`src/hdl/thumb_dec_pkg.sv`:
```
package thumb_dec_pkg;

	parameter int HW_W      = 16;              // one thumb halfword
	parameter int IMM_W     = 32;              // expanded immediate
	parameter int RAW_IMM_W = 24;              // widest raw field, bl S:I1:I2:imm10:imm11

	typedef logic [3:0] reg_idx_t;             // r0..r15
	typedef logic [3:0] cond_t;                // apsr condition code

	parameter reg_idx_t REG_LR = 4'd14;        // link register, target of bl

	// every kept command, UNDEF covers dropped and unallocated space
	typedef enum logic [5:0] {
		UNDEF       = 6'd0,
		// shift, add, subtract, move, compare
		LSL_IMM5,                              // lsls rd, rm, #imm5
		LSR_IMM5,
		ASR_IMM5,
		ADD_REG,                               // adds rd, rn, rm
		SUB_REG,
		ADD_IMM3,                              // adds rd, rn, #imm3
		SUB_IMM3,
		MOV_IMM8,
		CMP_IMM8,
		ADD_IMM8,                              // rdn form
		SUB_IMM8,
		// register data processing, ordered by opcode bits 9:6
		AND_REG, EOR_REG, LSL_REG, LSR_REG,
		ASR_REG, ADC_REG, SBC_REG, ROR_REG,
		TST_REG, RSB_IMM, CMP_REG, CMN_REG,
		ORR_REG, MUL_REG, BIC_REG, MVN_REG,
		LDR_LIT,                               // ldr rt, [pc, #imm8*4]
		// register offset load/store, ordered by opB
		STR_REG, STRH_REG, STRB_REG, LDRSB_REG,
		LDR_REG, LDRH_REG, LDRB_REG, LDRSH_REG,
		// immediate offset load/store
		STR_IMM5,                              // word, offset scaled by 4
		LDR_IMM5,
		STRB_IMM5,                             // byte, unscaled
		LDRB_IMM5,
		STRH_IMM5,                             // halfword, scaled by 2
		LDRH_IMM5,
		STR_SP,                                // sp relative, imm8*4
		LDR_SP,
		ADR,                                   // pc relative address
		ADD_SP_IMM8,                           // add rd, sp, #imm8*4
		B_COND,
		B_UNCOND,
		BL                                     // the only 32-bit command kept
	} cmd_e;

	// how stage 3 turns imm_raw into the 32-bit immediate
	typedef enum logic [3:0] {
		NONE   = 4'd0,                         // no immediate, result zero
		U3,                                    // zero extend 3 bits
		U5,                                    // zero extend 5 bits
		U5_X2,                                 // 5 bits, halfword scaled
		U5_X4,                                 // 5 bits, word scaled
		U8,
		U8_X4,
		S8_BR,                                 // b<c> offset, sign extended imm8:'0'
		S11_BR,                                // b offset, sign extended imm11:'0'
		BL_IMM                                 // S:I1:I2:imm10:imm11:'0'
	} imm_kind_e;

	typedef struct packed {
		logic [HW_W-1:0] hw0;                  // first halfword in program order
		logic [HW_W-1:0] hw1;                  // second halfword, only meaningful for wide words
	} ir_word_t;

	// stage 1 to stage 2
	typedef struct packed {
		cmd_e     cmd;
		ir_word_t ir;
	} op_stage_t;

	// stage 2 to stage 3
	typedef struct packed {
		cmd_e                 cmd;
		reg_idx_t             rm;
		reg_idx_t             rn;
		reg_idx_t             rd;
		reg_idx_t             rt;
		cond_t                cond;
		imm_kind_e            imm_kind;
		logic [RAW_IMM_W-1:0] imm_raw;         // right aligned raw bits
	} field_stage_t;

	// decoder output record
	typedef struct packed {
		cmd_e             cmd;
		reg_idx_t         rm;
		reg_idx_t         rn;
		reg_idx_t         rd;
		reg_idx_t         rt;
		cond_t            cond;
		logic [IMM_W-1:0] imm;
	} dec_out_t;

endpackage

```
`src/hdl/field_extract.sv`:
```
module field_extract (
	input  logic                        clk,
	input  logic                        rst_n,
	input  logic                        s1_valid,
	input  thumb_dec_pkg::op_stage_t    s1,
	output logic                        s2_valid,
	output thumb_dec_pkg::field_stage_t s2
);

	localparam int RW = thumb_dec_pkg::RAW_IMM_W;

	logic [thumb_dec_pkg::HW_W-1:0] h0;
	logic [thumb_dec_pkg::HW_W-1:0] h1;
	logic                           s_bit;      // bl sign
	logic                           i1;
	logic                           i2;
	thumb_dec_pkg::field_stage_t    nxt;

	// low register field widened to a full index
	function automatic thumb_dec_pkg::reg_idx_t lo(input logic [2:0] f);
		return {1'b0, f};
	endfunction

	assign h0    = s1.ir.hw0;
	assign h1    = s1.ir.hw1;
	assign s_bit = h0[10];
	assign i1    = ~(h1[13] ^ s_bit);           // I1 = NOT(J1 EOR S)
	assign i2    = ~(h1[11] ^ s_bit);           // I2 = NOT(J2 EOR S)

	always_comb begin
		nxt     = '0;                           // undef and unused fields read zero
		nxt.cmd = s1.cmd;
		case (s1.cmd)
			thumb_dec_pkg::LSL_IMM5, thumb_dec_pkg::LSR_IMM5, thumb_dec_pkg::ASR_IMM5: begin
				nxt.rm       = lo(h0[5:3]);
				nxt.rd       = lo(h0[2:0]);
				nxt.imm_kind = thumb_dec_pkg::U5;
				nxt.imm_raw  = RW'(h0[10:6]);
			end
			thumb_dec_pkg::ADD_REG, thumb_dec_pkg::SUB_REG: begin
				nxt.rm = lo(h0[8:6]);
				nxt.rn = lo(h0[5:3]);
				nxt.rd = lo(h0[2:0]);
			end
			thumb_dec_pkg::ADD_IMM3, thumb_dec_pkg::SUB_IMM3: begin
				nxt.rn       = lo(h0[5:3]);
				nxt.rd       = lo(h0[2:0]);
				nxt.imm_kind = thumb_dec_pkg::U3;
				nxt.imm_raw  = RW'(h0[8:6]);
			end
			thumb_dec_pkg::MOV_IMM8, thumb_dec_pkg::CMP_IMM8,
			thumb_dec_pkg::ADD_IMM8, thumb_dec_pkg::SUB_IMM8: begin
				if (s1.cmd != thumb_dec_pkg::MOV_IMM8) nxt.rn = lo(h0[10:8]);
				if (s1.cmd != thumb_dec_pkg::CMP_IMM8) nxt.rd = lo(h0[10:8]);
				nxt.imm_kind = thumb_dec_pkg::U8;
				nxt.imm_raw  = RW'(h0[7:0]);
			end
			// rdn in bits 2:0, rm in 5:3
			thumb_dec_pkg::AND_REG, thumb_dec_pkg::EOR_REG, thumb_dec_pkg::ADC_REG,
			thumb_dec_pkg::SBC_REG, thumb_dec_pkg::ROR_REG, thumb_dec_pkg::ORR_REG,
			thumb_dec_pkg::BIC_REG: begin
				nxt.rm = lo(h0[5:3]);
				nxt.rn = lo(h0[2:0]);
				nxt.rd = lo(h0[2:0]);
			end
			thumb_dec_pkg::LSL_REG, thumb_dec_pkg::LSR_REG,
			thumb_dec_pkg::ASR_REG, thumb_dec_pkg::MUL_REG: begin
				nxt.rn = lo(h0[5:3]);           // rm and rn swapped
				nxt.rm = lo(h0[2:0]);
				nxt.rd = lo(h0[2:0]);
			end
			thumb_dec_pkg::TST_REG, thumb_dec_pkg::CMP_REG, thumb_dec_pkg::CMN_REG: begin
				nxt.rm = lo(h0[5:3]);           // compares write no rd
				nxt.rn = lo(h0[2:0]);
			end
			thumb_dec_pkg::RSB_IMM: begin
				nxt.rn = lo(h0[5:3]);           // rsbs rd, rn, #0
				nxt.rd = lo(h0[2:0]);
			end
			thumb_dec_pkg::MVN_REG: begin
				nxt.rm = lo(h0[5:3]);
				nxt.rd = lo(h0[2:0]);
			end
			thumb_dec_pkg::STR_REG, thumb_dec_pkg::STRH_REG, thumb_dec_pkg::STRB_REG,
			thumb_dec_pkg::LDRSB_REG, thumb_dec_pkg::LDR_REG, thumb_dec_pkg::LDRH_REG,
			thumb_dec_pkg::LDRB_REG, thumb_dec_pkg::LDRSH_REG: begin
				nxt.rm = lo(h0[8:6]);
				nxt.rn = lo(h0[5:3]);
				nxt.rt = lo(h0[2:0]);
			end
			thumb_dec_pkg::STR_IMM5, thumb_dec_pkg::LDR_IMM5,
			thumb_dec_pkg::STRB_IMM5, thumb_dec_pkg::LDRB_IMM5,
			thumb_dec_pkg::STRH_IMM5, thumb_dec_pkg::LDRH_IMM5: begin
				nxt.rn      = lo(h0[5:3]);
				nxt.rt      = lo(h0[2:0]);
				nxt.imm_raw = RW'(h0[10:6]);
				case (s1.cmd)                   // scale follows access size
					thumb_dec_pkg::STR_IMM5, thumb_dec_pkg::LDR_IMM5:
						nxt.imm_kind = thumb_dec_pkg::U5_X4;
					thumb_dec_pkg::STRH_IMM5, thumb_dec_pkg::LDRH_IMM5:
						nxt.imm_kind = thumb_dec_pkg::U5_X2;
					default:
						nxt.imm_kind = thumb_dec_pkg::U5;
				endcase
			end
			thumb_dec_pkg::LDR_LIT, thumb_dec_pkg::STR_SP, thumb_dec_pkg::LDR_SP: begin
				nxt.rt       = lo(h0[10:8]);
				nxt.imm_kind = thumb_dec_pkg::U8_X4;
				nxt.imm_raw  = RW'(h0[7:0]);
			end
			thumb_dec_pkg::ADR, thumb_dec_pkg::ADD_SP_IMM8: begin
				nxt.rd       = lo(h0[10:8]);
				nxt.imm_kind = thumb_dec_pkg::U8_X4;
				nxt.imm_raw  = RW'(h0[7:0]);
			end
			thumb_dec_pkg::B_COND: begin
				nxt.cond     = h0[11:8];
				nxt.imm_kind = thumb_dec_pkg::S8_BR;
				nxt.imm_raw  = RW'(h0[7:0]);
			end
			thumb_dec_pkg::B_UNCOND: begin
				nxt.imm_kind = thumb_dec_pkg::S11_BR;
				nxt.imm_raw  = RW'(h0[10:0]);
			end
			thumb_dec_pkg::BL: begin
				nxt.rd       = thumb_dec_pkg::REG_LR;  // return address lands in lr
				nxt.imm_kind = thumb_dec_pkg::BL_IMM;
				nxt.imm_raw  = {s_bit, i1, i2, h0[9:0], h1[10:0]};
			end
			default: nxt.cmd = thumb_dec_pkg::UNDEF;
		endcase
	end

	always_ff @(posedge clk or negedge rst_n) begin
		if (!rst_n) begin
			s2_valid <= 1'b0;
		end else begin
			s2_valid <= s1_valid;
		end
	end

	always_ff @(posedge clk) begin
		if (s1_valid) begin
			s2 <= nxt;
		end
	end

endmodule

```
`src/hdl/imm_expand.sv`:
```
module imm_expand (
	input  logic                        clk,
	input  logic                        rst_n,
	input  logic                        s2_valid,
	input  thumb_dec_pkg::field_stage_t s2,
	output logic                        out_valid,
	output thumb_dec_pkg::dec_out_t     out_dec
);

	localparam int IW = thumb_dec_pkg::IMM_W;
	localparam int RW = thumb_dec_pkg::RAW_IMM_W;

	logic [RW-1:0] raw;
	logic [IW-1:0] imm;

	assign raw = s2.imm_raw;

	always_comb begin
		case (s2.imm_kind)
			thumb_dec_pkg::U3:     imm = IW'(raw[2:0]);
			thumb_dec_pkg::U5:     imm = IW'(raw[4:0]);
			thumb_dec_pkg::U5_X2:  imm = IW'({raw[4:0], 1'b0});   // halfword offset
			thumb_dec_pkg::U5_X4:  imm = IW'({raw[4:0], 2'b00});  // word offset
			thumb_dec_pkg::U8:     imm = IW'(raw[7:0]);
			thumb_dec_pkg::U8_X4:  imm = IW'({raw[7:0], 2'b00});
			// branch offsets are halfword units, sign taken from the top raw bit
			thumb_dec_pkg::S8_BR:  imm = {{(IW - 9){raw[7]}}, raw[7:0], 1'b0};
			thumb_dec_pkg::S11_BR: imm = {{(IW - 12){raw[10]}}, raw[10:0], 1'b0};
			thumb_dec_pkg::BL_IMM: imm = {{(IW - RW - 1){raw[RW-1]}}, raw, 1'b0};
			default:               imm = '0;    // no immediate
		endcase
	end

	always_ff @(posedge clk or negedge rst_n) begin
		if (!rst_n) begin
			out_valid <= 1'b0;
		end else begin
			out_valid <= s2_valid;
		end
	end

	always_ff @(posedge clk) begin
		if (s2_valid) begin
			out_dec.cmd  <= s2.cmd;
			out_dec.rm   <= s2.rm;
			out_dec.rn   <= s2.rn;
			out_dec.rd   <= s2.rd;
			out_dec.rt   <= s2.rt;
			out_dec.cond <= s2.cond;
			out_dec.imm  <= imm;
		end
	end

endmodule

```
`src/hdl/ir_buffer.sv`:
```
module ir_buffer #(
	parameter int IN_DEPTH    = 4,
	parameter int OUT_CREDITS = 4
) (
	input  logic                    clk,
	input  logic                    rst_n,
	input  logic                    in_valid,      // upstream only sends on a credit
	input  thumb_dec_pkg::ir_word_t in_word,
	input  logic                    credit_in,     // consumer frees one output slot
	output logic                    credit_return, // one credit back to fetch
	output logic                    issue,         // word enters stage 1 this cycle
	output thumb_dec_pkg::ir_word_t issue_word
);

	localparam int PTR_W = $clog2(IN_DEPTH);
	localparam int CNT_W = $clog2(IN_DEPTH + 1);
	localparam int CRD_W = $clog2(OUT_CREDITS + 1);

	thumb_dec_pkg::ir_word_t mem [IN_DEPTH];    // word queue storage

	logic [PTR_W-1:0] wr_ptr;
	logic [PTR_W-1:0] rd_ptr;
	logic [CNT_W-1:0] occ;                      // words held
	logic [CRD_W-1:0] credits;                  // output slots still free

	// pointer step with wrap, depth need not be a power of two
	function automatic logic [PTR_W-1:0] next_ptr(input logic [PTR_W-1:0] p);
		return (p == PTR_W'(IN_DEPTH - 1)) ? '0 : p + 1'b1;
	endfunction

	assign issue         = (occ != '0) && (credits != '0); // only issue point in the design
	assign credit_return = issue;               // popping frees an input slot
	assign issue_word    = mem[rd_ptr];         // head of queue

	always_ff @(posedge clk) begin
		if (in_valid) begin
			mem[wr_ptr] <= in_word;
		end
	end

	always_ff @(posedge clk or negedge rst_n) begin
		if (!rst_n) begin
			wr_ptr <= '0;
			rd_ptr <= '0;
			occ    <= '0;
		end else begin
			if (in_valid) begin
				wr_ptr <= next_ptr(wr_ptr);
			end
			if (issue) begin
				rd_ptr <= next_ptr(rd_ptr);
			end
			case ({in_valid, issue})
				2'b10:   occ <= occ + 1'b1;     // push only
				2'b01:   occ <= occ - 1'b1;     // pop only
				default: occ <= occ;            // both or neither
			endcase
		end
	end

	// output credit counter, one spent per issue and one back per credit_in
	always_ff @(posedge clk or negedge rst_n) begin
		if (!rst_n) begin
			credits <= CRD_W'(OUT_CREDITS);
		end else begin
			case ({issue, credit_in})
				2'b10:   credits <= credits - 1'b1;
				2'b01:   credits <= credits + 1'b1;
				default: credits <= credits; // same cycle return cancels the spend
			endcase
		end
	end

endmodule

```
`src/hdl/op_decode.sv`:
```
module op_decode (
	input  logic                     clk,
	input  logic                     rst_n,
	input  logic                     issue,
	input  thumb_dec_pkg::ir_word_t  issue_word,
	output logic                     s1_valid,
	output thumb_dec_pkg::op_stage_t s1
);

	// instruction groups by hw0[15:10], dropped groups fold into GRP_NONE
	typedef enum logic [3:0] {
		GRP_NONE,
		GRP_BASIC,
		GRP_DP,
		GRP_LIT,
		GRP_LDST,
		GRP_ADR,
		GRP_SPADD,
		GRP_BCOND,
		GRP_B,
		GRP_WIDE
	} grp_e;

	logic [thumb_dec_pkg::HW_W-1:0] hw0;
	logic [thumb_dec_pkg::HW_W-1:0] hw1;
	logic                           is_wide;
	grp_e                           grp;
	thumb_dec_pkg::cmd_e            cmd;

	assign hw0 = issue_word.hw0;
	assign hw1 = issue_word.hw1;

	// 11101, 11110, 11111 start a 32-bit word, 11100 is still the 16-bit b
	assign is_wide = (hw0[15:13] == 3'b111) && (hw0[12:11] != 2'b00);

	always_comb begin
		grp = GRP_NONE;
		if (is_wide) begin
			grp = GRP_WIDE;
		end else begin
			casez (hw0[15:10])
				6'b00????: grp = GRP_BASIC;
				6'b010000: grp = GRP_DP;
				6'b01001?: grp = GRP_LIT;
				6'b0101??: grp = GRP_LDST;      // register offset
				6'b011???: grp = GRP_LDST;      // word and byte imm5
				6'b100???: grp = GRP_LDST;      // halfword imm5 and sp relative
				6'b10100?: grp = GRP_ADR;
				6'b10101?: grp = GRP_SPADD;
				6'b1101??: grp = GRP_BCOND;     // shares space with udf and svc
				6'b11100?: grp = GRP_B;
				default:   grp = GRP_NONE;      // special data/bx, misc, stm/ldm
			endcase
		end
	end

	always_comb begin
		cmd = thumb_dec_pkg::UNDEF;
		case (grp)
			GRP_BASIC: begin
				casez (hw0[13:9])
					5'b000??: cmd = thumb_dec_pkg::LSL_IMM5;
					5'b001??: cmd = thumb_dec_pkg::LSR_IMM5;
					5'b010??: cmd = thumb_dec_pkg::ASR_IMM5;
					5'b01100: cmd = thumb_dec_pkg::ADD_REG;
					5'b01101: cmd = thumb_dec_pkg::SUB_REG;
					5'b01110: cmd = thumb_dec_pkg::ADD_IMM3;
					5'b01111: cmd = thumb_dec_pkg::SUB_IMM3;
					5'b100??: cmd = thumb_dec_pkg::MOV_IMM8;
					5'b101??: cmd = thumb_dec_pkg::CMP_IMM8;
					5'b110??: cmd = thumb_dec_pkg::ADD_IMM8;
					default:  cmd = thumb_dec_pkg::SUB_IMM8;
				endcase
			end
			// opcode in bits 9:6 follows the enum order
			GRP_DP:    cmd = thumb_dec_pkg::cmd_e'(thumb_dec_pkg::AND_REG + hw0[9:6]);
			GRP_LIT:   cmd = thumb_dec_pkg::LDR_LIT;
			GRP_LDST: begin
				casez ({hw0[15:12], hw0[11:9]})     // {opA, opB}
					{4'b0101, 3'b???}: cmd = thumb_dec_pkg::cmd_e'(thumb_dec_pkg::STR_REG + hw0[11:9]);
					{4'b0110, 3'b0??}: cmd = thumb_dec_pkg::STR_IMM5;
					{4'b0110, 3'b1??}: cmd = thumb_dec_pkg::LDR_IMM5;
					{4'b0111, 3'b0??}: cmd = thumb_dec_pkg::STRB_IMM5;
					{4'b0111, 3'b1??}: cmd = thumb_dec_pkg::LDRB_IMM5;
					{4'b1000, 3'b0??}: cmd = thumb_dec_pkg::STRH_IMM5;
					{4'b1000, 3'b1??}: cmd = thumb_dec_pkg::LDRH_IMM5;
					{4'b1001, 3'b0??}: cmd = thumb_dec_pkg::STR_SP;
					default:           cmd = thumb_dec_pkg::LDR_SP;
				endcase
			end
			GRP_ADR:   cmd = thumb_dec_pkg::ADR;
			GRP_SPADD: cmd = thumb_dec_pkg::ADD_SP_IMM8;
			GRP_BCOND: begin
				if (hw0[11:9] != 3'b111) begin  // cond 1110 is udf, 1111 is svc
					cmd = thumb_dec_pkg::B_COND;
				end
			end
			GRP_B:     cmd = thumb_dec_pkg::B_UNCOND;
			GRP_WIDE: begin
				// bl: 11110 in hw0, 11x1 in hw1[15:12]
				if ((hw0[15:11] == 5'b11110) && (hw1[15:14] == 2'b11) && hw1[12]) begin
					cmd = thumb_dec_pkg::BL;
				end
			end
			default:   cmd = thumb_dec_pkg::UNDEF;
		endcase
	end

	always_ff @(posedge clk or negedge rst_n) begin
		if (!rst_n) begin
			s1_valid <= 1'b0;
		end else begin
			s1_valid <= issue;
		end
	end

	always_ff @(posedge clk) begin
		if (issue) begin
			s1.cmd <= cmd;                      // word travels with its command
			s1.ir  <= issue_word;
		end
	end

endmodule

```
`src/hdl/thumb_dec_top.sv`:
```
module thumb_dec_top #(
	parameter int IN_DEPTH    = 4,              // input queue depth, at least 2
	parameter int OUT_CREDITS = 4               // output credits after reset, at least 1
) (
	input  logic                    clk,
	input  logic                    rst_n,
	input  logic                    in_valid,
	input  thumb_dec_pkg::ir_word_t in_word,
	output logic                    credit_return,
	output logic                    out_valid,
	output thumb_dec_pkg::dec_out_t out_dec,
	input  logic                    credit_in
);

	logic                        issue;         // queue to stage 1
	thumb_dec_pkg::ir_word_t     issue_word;
	logic                        s1_valid;      // stage 1 to stage 2
	thumb_dec_pkg::op_stage_t    s1;
	logic                        s2_valid;      // stage 2 to stage 3
	thumb_dec_pkg::field_stage_t s2;

	ir_buffer #(
		.IN_DEPTH    (IN_DEPTH),
		.OUT_CREDITS (OUT_CREDITS)
	) u_ir_buffer (
		.clk           (clk),
		.rst_n         (rst_n),
		.in_valid      (in_valid),
		.in_word       (in_word),
		.credit_in     (credit_in),
		.credit_return (credit_return),
		.issue         (issue),
		.issue_word    (issue_word)
	);

	op_decode u_op_decode (
		.clk        (clk),
		.rst_n      (rst_n),
		.issue      (issue),
		.issue_word (issue_word),
		.s1_valid   (s1_valid),
		.s1         (s1)
	);

	field_extract u_field_extract (
		.clk      (clk),
		.rst_n    (rst_n),
		.s1_valid (s1_valid),
		.s1       (s1),
		.s2_valid (s2_valid),
		.s2       (s2)
	);

	// out_valid follows issue by three clocks
	imm_expand u_imm_expand (
		.clk       (clk),
		.rst_n     (rst_n),
		.s2_valid  (s2_valid),
		.s2        (s2),
		.out_valid (out_valid),
		.out_dec   (out_dec)
	);

endmodule

```
`config.mk`:
```
export PLATFORM = sky130hd
export DESIGN_NAME = thumb_dec_top
export DESIGN_NICKNAME = d
export VERILOG_FILES = /design/src/hdl/thumb_dec_pkg.sv /design/src/hdl/field_extract.sv /design/src/hdl/imm_expand.sv /design/src/hdl/ir_buffer.sv /design/src/hdl/op_decode.sv /design/src/hdl/thumb_dec_top.sv
export SDC_FILE = /design/constraint.sdc
export NUM_CORES = 1
export LEC_CHECK = 0
export CAP_MARGIN = 20
export CORE_MARGIN = 1
export CORE_UTILIZATION = 68
export CTS_BUF_LIST = sky130_fd_sc_hd__clkbuf_8 sky130_fd_sc_hd__clkbuf_16
export DETAILED_ROUTE_END_ITERATION = 10
export DONT_BUFFER_PORTS = 1
export PLACE_DENSITY = 0.84
export SLEW_MARGIN = 30
export SYNTH_ARGS = -nofsm -noshare
export SYNTH_HDL_FRONTEND = slang
export SYNTH_SLANG_ARGS = --single-unit
```
`constraint.sdc`:
```
create_clock -name clk -period 8.3 [get_ports clk]
set_clock_uncertainty 0.2 [all_clocks]
set_input_delay 0.415 -clock clk [delete_from_list [all_inputs] [get_ports clk]]
set_output_delay 0.415 -clock clk [all_outputs]
set_load 0.01 [all_outputs]
```
==> impl_metrics.ini, run 1 <==
[run_status]
outcome = finished, final reports clean

[die]
die_area_um2 = 17100
rows = 46
coreArea_um2 = 16100
io_pins = 96
initial_core_util_pct = 70.3
die_h_um = 131
die_w_um = 131

[detailed_routing]
ant_nets = 0
avgRoutedWirePerCell_um = 21.6
wl_um = 20700
drtIter0Drc = 580
dr.pass1.iters = 5
num_vias = 6099
vias_per_cell = 6.36
drc = 0

[synthesis]
synth_ff_type = edfxtp_1
synth_cell_type_count = 70
yosys.area.top_type = edfxtp_1
synthTopCellsByCount = edfxtp_1, nor2_1, nand2_1
syn-instance-count = 704
yosysMostFrequentCell = edfxtp_1
yosysSeqAreaShare_pct = 71.5
syn_avg_cell_area_um2 = 16.0
ys_warn_count = 0
synthArstFlopShare_pct = 4.80
synth.area.top_cells = edfxtp_1, mux4_2, dfrtp_1
synth_edf_count = 258
synth-seq-cells = 271
syn_area_um2 = 11300
synth_top_area_share_pct = 68.6

[timing]
fmax_mhz = 312
post-route-period-util_pct = 38.6
relSlewSlack_pct = 37.6
fin_ws_ps = 5100
finalSetupViolCount = 0
fin_worst_hold_slack_ps = 162
slew_viol_final = 0
fin_tns_setup_ps = 0
hold_violations = 0
worst_pin_slew_ps = 930
rsz0062_at_grt = no
period_minus_slack_ps = 3200

[grt]
grt_pass1_vias = 6138
grt_pass1_wl_um = 32100
grt_usage_pct = 25.2
grt-ovfl-total = 0
antenna_found_initial = 0
grt_max_degree = 53

[run]
max-cap-violations = 0

[setup_path]
crit_start = u_ir_buffer.rd_ptr[0]
cp-endpoint = u_op_decode.s1[33]
r2r_start = u_ir_buffer.rd_ptr[0]
r2r-end = u_op_decode.s1[33]
setup.worst_path.end_class = flop
cp_data_required_time_ps = 8490
cp.arrival_ps = 3390
cp-start-kind = flop
crit_path_max_fanout = 34
reg2regPathDepth = 7
reg2reg_slack_ps = 5100
worstSetupPathType = flop to flop

[finish]
register_area_um2 = 8090
drive_above_1_share_pct = 12.4
fin_area_um2 = 12500
multiInputGateArea_um2 = 2870
post-route-util_pct = 78.0
fill_cells = 885
antenna_cells = 0
area_delta_synth_final_pct = 10.9
fin_cells = 959
finalNetCount = 777

[clocking]
tritoncts = yes
clock_path_buffers = 3
cts_max_level = 1
cts_hold_buf = 35
cts.sinks = 271
clock_latency_ps = 530
cts_buffers = 26
cts.repair.resized = 0
post_cts_buffers = 0
clkTransAtPathRegs_ps = 70
cts-root-buf = clkbuf_16

[place]
dpl.hpwl_um = 12700
port-buffer-count = 0
dpl_cell_area_um2 = 11400
gp_congestion = 0.925
place_ws_ps = 5090
dp_cells = 878

[pwr]
p_leak_nw = 4.55
pwr_density_cell_nw_per_um2 = 398
total_power_mw = 4.98
irDropWorstVdd_mv = 0.273

[hold_path]
hp-class = input port to async pin
-- metal layers --
layer	wire length (um)	share of wire [%]	up-vias	global-route usage, %
li1	-	-	2777	-
met1	8150	39	2970	31.8
met2	10600	51	294	43.9
met3	1310	6.3	58	4.23
met4	597	2.9	0	10.1
met5	0	0	-	0
-- power breakdown --
part / internal [mW] / switching, mW
clock network: 0.574 / 0.481
registers: 2.13 / 0.513
logic: 0.573 / 0.713
total: 3.28 / 1.71
-- worst min-delay path by stage --
stage,to,slack [ps],cells after the start
final,u_ir_buffer.rd_ptr[0],160,1
after global routing,u_ir_buffer.rd_ptr[0],230,1
after CTS,u_ir_buffer.rd_ptr[0],170,1
after detailed placement,u_ir_buffer.rd_ptr[1],-80,0
after global placement,u_ir_buffer.rd_ptr[1],-80,0
after floorplan,u_field_extract.s2_valid,-80,0
-- registers in the layout (all words and copies together) (netlist names), 2 cells and up --
| name | count |
|---|---|
| u_ir_buffer.occ | 3 |
| u_field_extract.s2 | 51 |
| u_ir_buffer.rd_ptr | 2 |
| u_ir_buffer.mem | 128 |
| u_ir_buffer.wr_ptr | 2 |
| u_op_decode.s1 | 31 |
| u_ir_buffer.credits | 3 |
| u_imm_expand.out_dec | 48 |
-- worst max-delay path, cell delays in order (launching register included) --
cell	delay [ps]
dfrtp_4	820
mux4_2	670
ha_1	290
or4_1	590
nand3_1	110
o211ai_1	80
a21oi_1	160
a211o_1	120
-- cells by family (layout without fill, tap and decap cells) --
logic type               Yosys count  after routing  share of synthesized area, %
AO/OA/AOI/OAI                    135            135                          8.58
XOR/XNOR                          10             10                         0.776
adder cells (fa/ha/maj)           16             16                          1.91
buffers and inverters             80            117                          3.17
flip-flops                       271            271                          71.5
multiplexers                      39             39                          6.95
other                              1              3                        0.0332
AND/OR/NAND/NOR                  152            152                          7.04
-- layout by cell type, fill, tap and decap left out, types with 4 or more instances in the layout --
master,count
inv_1,36
a31oi_1,6
o21ai_0,19
a221o_1,9
clkinvlp_4,4
and2_1,23
mux4_2,31
ha_1,14
nand2_1,34
o221ai_1,5
a21o_1,13
nand4_1,8
a21oi_1,27
a22o_1,13
clkbuf_16,26
nor3_1,8
xnor2_1,6
and2_2,4
a222oi_1,6
dfrtp_1,9
nor2_1,34
edfxtp_1,258
or3_1,4
mux2_2,5
nand3_1,6
o22ai_1,5
clkinv_1,5
nor2b_1,4
nand2b_1,8
dlygate4sd3_1,35
xor2_1,4
-- area by class of cell --
| cell class | instances | area share [%] |
|---|---|---|
| well taps | 216 | 2.16 |
| clock inverters | 20 | 0.970 |
| multi-input cells | 355 | 23.0 |
| inverters | 33 | 0.990 |
| clock buffers | 26 | 5.20 |
| repair buffers | 38 | 3.14 |
| flip-flops and latches | 271 | 64.6 |
(Power assumes the default switching activity.)
==> run 2: changes to the inputs <==
- ABC_AREA: not set -> 1
- CORE_UTILIZATION: 68 -> 57
- PLACE_DENSITY: 0.84 -> 0.75
- clock period: 8.3 -> 2.9 ns (I/O delays scaled with it)
==> run 2 against run 1 <==
  * The flow now finishes with violations (hold timing)
  * Design area is 3.6% higher
  * Via count up 18%
  * Critical path depth up 9
  * Final cell count is 38% higher
  * Maximum frequency is 27% higher
  * Total power increased to 3.0 times the previous value
  * Largest cell class unchanged
  * Highest routed layer unchanged
  * Hold slack worse by 160 ps
  * Synthesized cell count rose by 42%
  * Clock power rose to 3.1 times the previous value
==> impl_metrics.ini, run 2 <==
[timing]
post-route-period-util_pct = 87.2
fin_tns_setup_ps = 0
relSlewSlack_pct = 51.5
slew_viol_final = 0
rsz0062_at_grt = no
period_minus_slack_ps = 2530
worst_pin_slew_ps = 729
finalSetupViolCount = 0
fin_worst_hold_slack_ps = -1.83
fmax_mhz = 396
hold_violations = 1

[synthesis]
syn_avg_cell_area_um2 = 11.6
synthAdderAreaFrac_pct = 1.86
synth.area.top_cells = edfxtp_1, nand2_1, nor2_1
yosys.area.top_type = edfxtp_1
synth_ff_type = edfxtp_1
synth_compound_area_share_pct = 5.69
synthArstFlopShare_pct = 4.80
syn_area_um2 = 11600
synth_edf_count = 258
synth_cell_type_count = 43
synth-seq-cells = 271
synth_top_area_share_pct = 67.0
synth_top_family_by_area = simple AND/OR/NAND/NOR gates
synthTopCellsByCount = edfxtp_1, nand2_1, nor2_1
synthXorXnorAreaFrac_pct = 0.454
yosysMostFrequentCell = edfxtp_1
ys_warn_count = 0
muxShareOfSynthArea_pct = 0.0973
syn-instance-count = 1000
yosysSeqAreaShare_pct = 69.8
synthSimpleGateAreaFrac_pct = 16.5

[grt]
grt_usage_pct = 22.1
grt-ovfl-total = 0
grt_max_degree = 53
antenna_found_initial = 0
grt_pass1_wl_um = 35200
grt_pass1_vias = 6816

[clocking]
cts.sinks = 271
clock_path_buffers = 3
post_cts_buffers = 0
cts.repair.resized = 0
tritoncts = yes
cts_buffers = 27
cts_max_level = 1
cts-root-buf = clkbuf_16
clkTransAtPathRegs_ps = 60
clock_latency_ps = 540

[setup_path]
slowest_stage = dfrtp_2
r2r_start = u_ir_buffer.rd_ptr[0]
cp-start-kind = flop
r2r-end = u_op_decode.s1[34]
crit_top_cell = nand2_1
reg2regPathDepth = 16
crit_path_max_fanout = 19
cp.arrival_ps = 2590
cpPeakStageDelay_ps = 530
path_cells = inv_2 -> nand2_1 -> nand2_1 -> nand2_1 -> and2_1 -> inv_1 -> ha_1 -> inv_1 -> ha_1 -> inv_1 -> nand2_1 -> nand2_1 -> inv_1 -> nand2_1 -> nand2_1 -> nand3_1
setup.worst_path.end_class = flop
cp_data_required_time_ps = 2970
worstSetupPathType = flop to flop
reg2reg_slack_ps = 370

[pwr]
irDropWorstVdd_mv = 0.683
internal_power_mw = 9.28
p_leak_nw = 5.31
combPwrFrac_pct = 30.1
clkPwrFrac_pct = 21.8
switching_share_pct = 37.1
pwr-share-seq_pct = 48.1
pwr_density_cell_nw_per_um2 = 1140
power_switching_mw = 5.47

[finish]
mostFrequentLayoutCells = edfxtp_1, nand2_1, nor2_1, inv_1, nand3_1
fin_area_um2 = 13000
layout_commonest_cell = edfxtp_1
drive_above_1_share_pct = 9.34
fin_cells = 1325
top_regs = u_ir_buffer.mem: 128 flops, u_field_extract.s2: 51 flops, u_imm_expand.out_dec: 48 flops
largest_reg_flops = 128
regMostFlops = u_ir_buffer.mem
finalNetCount = 1092
area_delta_synth_final_pct = 12.1
antenna_cells = 0

[hold_path]
min-delay-start = in_valid
holdPathEnd = u_ir_buffer.mem[1][24]
hp-class = input port to flop
hold_depth = 3

[run_status]
violations = hold timing
outcome = complete, but fails checks

[die]
coreArea_um2 = 19700
die_area_um2 = 20900
die_w_um = 144
die_h_um = 144
initial_core_util_pct = 58.9
rows = 51
io_pins = 96

[detailed_routing]
drc = 0
ant_nets = 0
wl_um = 21700
vias_per_cell = 5.43
drtIter0Drc = 540
num_vias = 7195
dr.pass1.iters = 5
avgRoutedWirePerCell_um = 16.4

[place]
dp_cells = 1240
gp_congestion = 0.913
port-buffer-count = 0
dpl_cell_area_um2 = 11800
dpl.hpwl_um = 14300

[run]
max-cap-violations = 0
-- run 2: logic make-up after synthesis --
| logic type | count (synthesis) |
|---|---|
| fa+ha+maj | 16 |
| simple gates | 441 |
| mux | 1 |
| xor+xnor | 6 |
| other cells | 1 |
| flops | 271 |
| buf+inv | 147 |
| compound gates | 117 |
-- run 2: layout make-up --
type | instances | area [um2]
repair buffers | 50 | 465
inverters | 106 | 398
clock buffers | 29 | 703
fillers | 1486 | 6690
clock inverters | 20 | 125
flip-flops and latches | 271 | 8080
well taps | 265 | 332
multi-input cells | 584 | 2860
-- run 2: layer usage --
metal,vias to the layer above,GRT usage [%],wire [um]
met5,-,0,0
li1,3528,-,-
met4,0,8.48,666
met3,50,3.71,1170
met2,222,36.4,10400
met1,3395,29.4,9470
-- run 2: worst max path at each step --
stage | startpoint | to | slack (ps) | depth (start not counted)
2_1_floorplan | u_ir_buffer.credits[2] | u_ir_buffer.occ[2] | 80 | 10
3_3_place_gp | u_ir_buffer.rd_ptr[0] | u_op_decode.s1[34] | 460 | 16
3_5_place_dp | u_ir_buffer.rd_ptr[0] | u_op_decode.s1[34] | 430 | 16
4_1_cts | u_ir_buffer.rd_ptr[0] | u_op_decode.s1[34] | 400 | 16
5_1_grt | u_ir_buffer.rd_ptr[0] | u_op_decode.s1[34] | 150 | 15
6_report | u_ir_buffer.rd_ptr[0] | u_op_decode.s1[34] | 370 | 16
-- run 2: power by group through the flow --
stage / clock network [mW] / registers (mW) / logic [mW]
final: 3.21 / 7.10 / 4.43
after global routing: 3.45 / 7.29 / 5.04
after CTS: 3.27 / 7.11 / 4.43
after detailed placement: 0 / 7.19 / 4.35
after global placement: 0 / 7.15 / 4.25
after floorplan: 0 / 6.83 / 3.46
-- run 2: metrics by stage --
stage               total power, mW  utilization, %  setup WS, ps
detailed placement             11.5            59.9           427
global route                   15.8            66.0           150
finish                         14.7            66.0           373
global placement               11.4            59.9           461
floorplan                      10.3               -          78.4
CTS                            14.8            66.0           403
-- run 2: what timing repair did --
action / in CTS / in global routing
setup endpoints to repair: 0 / 0
hold buffers: 36 / 0
endpoints found under the hold margin: 231 / 0
-- run 2: critical path: cells and delay by family (launching register included) --
| family | cells | cell delay [ps] |
|---|---|---|
| simple gates | 9 | 600 |
| flops | 1 | 530 |
| fa+ha+maj | 2 | 510 |
| buf+inv | 5 | 440 |
==> run 3: changes to the inputs <==
- BUFFER_PORTS_ARGS: not set -> -buffer_cell sky130_fd_sc_hd__buf_2
- CORE_UTILIZATION: 57 -> 54
- DONT_BUFFER_PORTS: 1 -> not set
- PLACE_DENSITY: 0.75 -> 0.76
==> run 3 against run 2 <==
  * Largest cell class unchanged
  * The run now ends clean
  * Register-to-register slack gained 70 ps
  * Sequential power shrank 3.7%
  * First-iteration DRC count grew 14%
  * Die area grew 5.5%
  * Clock power grew 3%
==> impl_metrics.ini, run 3 (same netlist as run 2, synthesis figures left out) <==
[grt]
grt_usage_pct = 20.9
grt_pass1_wl_um = 35900
grt-ovfl-total = 0
grt_pass1_vias = 7216
grt_max_degree = 53
antenna_found_initial = 0

[clocking]
clock_latency_ps = 520
cts_max_level = 1
clkTransAtPathRegs_ps = 60
cts_buffers = 26
post_cts_buffers = 0
cts.sinks = 271
tritoncts = yes
cts-root-buf = clkbuf_16
clock_path_buffers = 3
cts.repair.resized = 0

[timing]
fmax_mhz = 407
post-route-period-util_pct = 84.6
relSlewSlack_pct = 56.5
rsz0062_at_grt = no
worst_pin_slew_ps = 651
period_minus_slack_ps = 2450
hold_violations = 0
fin_tns_setup_ps = 0
finalSetupViolCount = 0
slew_viol_final = 0

[finish]
antenna_cells = 0
area_delta_synth_final_pct = 16.4
fill_cells = 1586
regMostFlops = u_ir_buffer.mem
mostFrequentLayoutCells = edfxtp_1, nand2_1, nor2_1, inv_1, buf_2
fin_area_um2 = 13500
layout_commonest_cell = edfxtp_1
drive_above_1_share_pct = 16.4
largest_reg_flops = 128
top_regs = u_ir_buffer.mem: 128 flops, u_field_extract.s2: 51 flops, u_imm_expand.out_dec: 48 flops
register_area_um2 = 8080
multiInputGateArea_um2 = 2860
finalNetCount = 1184

[die]
die_h_um = 148
initial_core_util_pct = 55.0
die_area_um2 = 22000
die_w_um = 148
rows = 53
coreArea_um2 = 21000
io_pins = 96

[setup_path]
path_buf_inv = 5
slowest_stage = dfrtp_1
cpPeakStageDelay_ps = 420
setup.worst_path.end_class = flop
crit_path_max_fanout = 10
cp_data_required_time_ps = 2960
path_cells = inv_2 -> nand2_1 -> nand2_1 -> nand2_1 -> and2_1 -> inv_1 -> ha_1 -> inv_1 -> ha_1 -> inv_1 -> nand2_1 -> nand2_1 -> inv_1 -> nand2_1 -> nand2_1 -> nand3_1
reg2regPathDepth = 16
reg2reg_slack_ps = 450
crit_top_cell = nand2_1
r2r-end = u_op_decode.s1[34]
cp.arrival_ps = 2520
critPathTopFamily = simple AND/OR/NAND/NOR gates
worstSetupPathType = flop to flop
cp-start-kind = flop
r2r_start = u_ir_buffer.rd_ptr[0]

[pwr]
power_switching_mw = 5.54
irDropWorstVdd_mv = 0.720
p_leak_nw = 5.72
switching_share_pct = 36.6
internal_power_mw = 9.61
clkPwrFrac_pct = 21.8
total_power_mw = 15.1
pwr-share-seq_pct = 45.2
pwr_density_cell_nw_per_um2 = 1120
combPwrFrac_pct = 33.0

[place]
dpl.hpwl_um = 14400
dpl_cell_area_um2 = 12200
port-buffer-count = 92
gp_congestion = 0.933

[detailed_routing]
ant_nets = 0
vias_per_cell = 5.28
drtIter0Drc = 614
drc = 0
wl_um = 22300
num_vias = 7535
dr.pass1.iters = 5
avgRoutedWirePerCell_um = 15.6

[run_status]
outcome = finished, final reports clean

[hold_path]
min-delay-start = in_word[8]
holdPathEnd = u_ir_buffer.mem[2][8]
hold_depth = 2
hp-class = input port to flop

[run]
max-cap-violations = 0
run 3: cell count changes in the layout (fill, tap and decap cells not counted):
cell	previous run	this run
buf_2	0	92
bufinv_16	1	3
clkbuf_8	2	0
clkinv_1	2	5
clkinv_2	4	6
clkinv_4	2	0
dfrtp_1	9	10
dfrtp_2	1	0
dlygate4sd3_1	36	37
inv_1	102	99
inv_6	1	0
run 3: layout make-up:
type / instances / area share (%)
timing repair buffer: 143 / 6.95
clock inverter: 21 / 1.25
tap: 275 / 2.56
multi-input combinational: 584 / 21.2
sequential: 271 / 60.0
inverter: 106 / 2.96
clock buffer: 27 / 5.02
run 3: how the worst max path moves through the flow:
stage / cells after the start / to / slack [ps] / start
after floorplan: 10 / u_ir_buffer.occ[2] / 80 / u_ir_buffer.credits[2]
after global placement: 16 / u_op_decode.s1[34] / 520 / u_ir_buffer.rd_ptr[0]
after detailed placement: 16 / u_op_decode.s1[34] / 470 / u_ir_buffer.rd_ptr[0]
after CTS: 16 / u_op_decode.s1[34] / 430 / u_ir_buffer.rd_ptr[0]
after global routing: 16 / u_op_decode.s1[34] / 230 / u_ir_buffer.rd_ptr[0]
final: 16 / u_op_decode.s1[34] / 450 / u_ir_buffer.rd_ptr[0]
run 3: power groups by stage:
stage | combinational (mW) | clock (mW) | sequential [mW]
floorplan | 3.46 | 0 | 6.83
global placement | 4.87 | 0 | 6.89
detailed placement | 4.92 | 0 | 6.93
CTS | 4.99 | 3.35 | 6.85
global route | 5.65 | 3.52 | 6.98
finish | 5.00 | 3.30 | 6.84
run 3: what timing repair did:
| item | in CTS | in global routing |
|---|---|---|
| hold buffers | 37 | 0 |
| hold endpoints to repair | 148 | 0 |
| setup endpoints to repair | 0 | 0 |
run 3: through the flow:
step / setup slack [ps] / util (%) / hold WS [ps] / std cells
global placement: 515 / 58.2 / -133 / 1342
floorplan: 78.4 / - / -351 / 1002
detailed placement: 467 / 58.3 / -128 / 1342
CTS: 433 / 64.0 / 150 / 1427
finish: 445 / 64.0 / 160 / 1427
global route: 227 / 64.0 / 170 / 1427
run 3: layer usage:
layer,global-route usage (%),share of wire [%],vias up
li1,-,-,3691
met1,26.8,42,3486
met3,3.13,6.3,54
met5,0,0,-
met2,36.2,49,304
met4,7.73,3.1,0
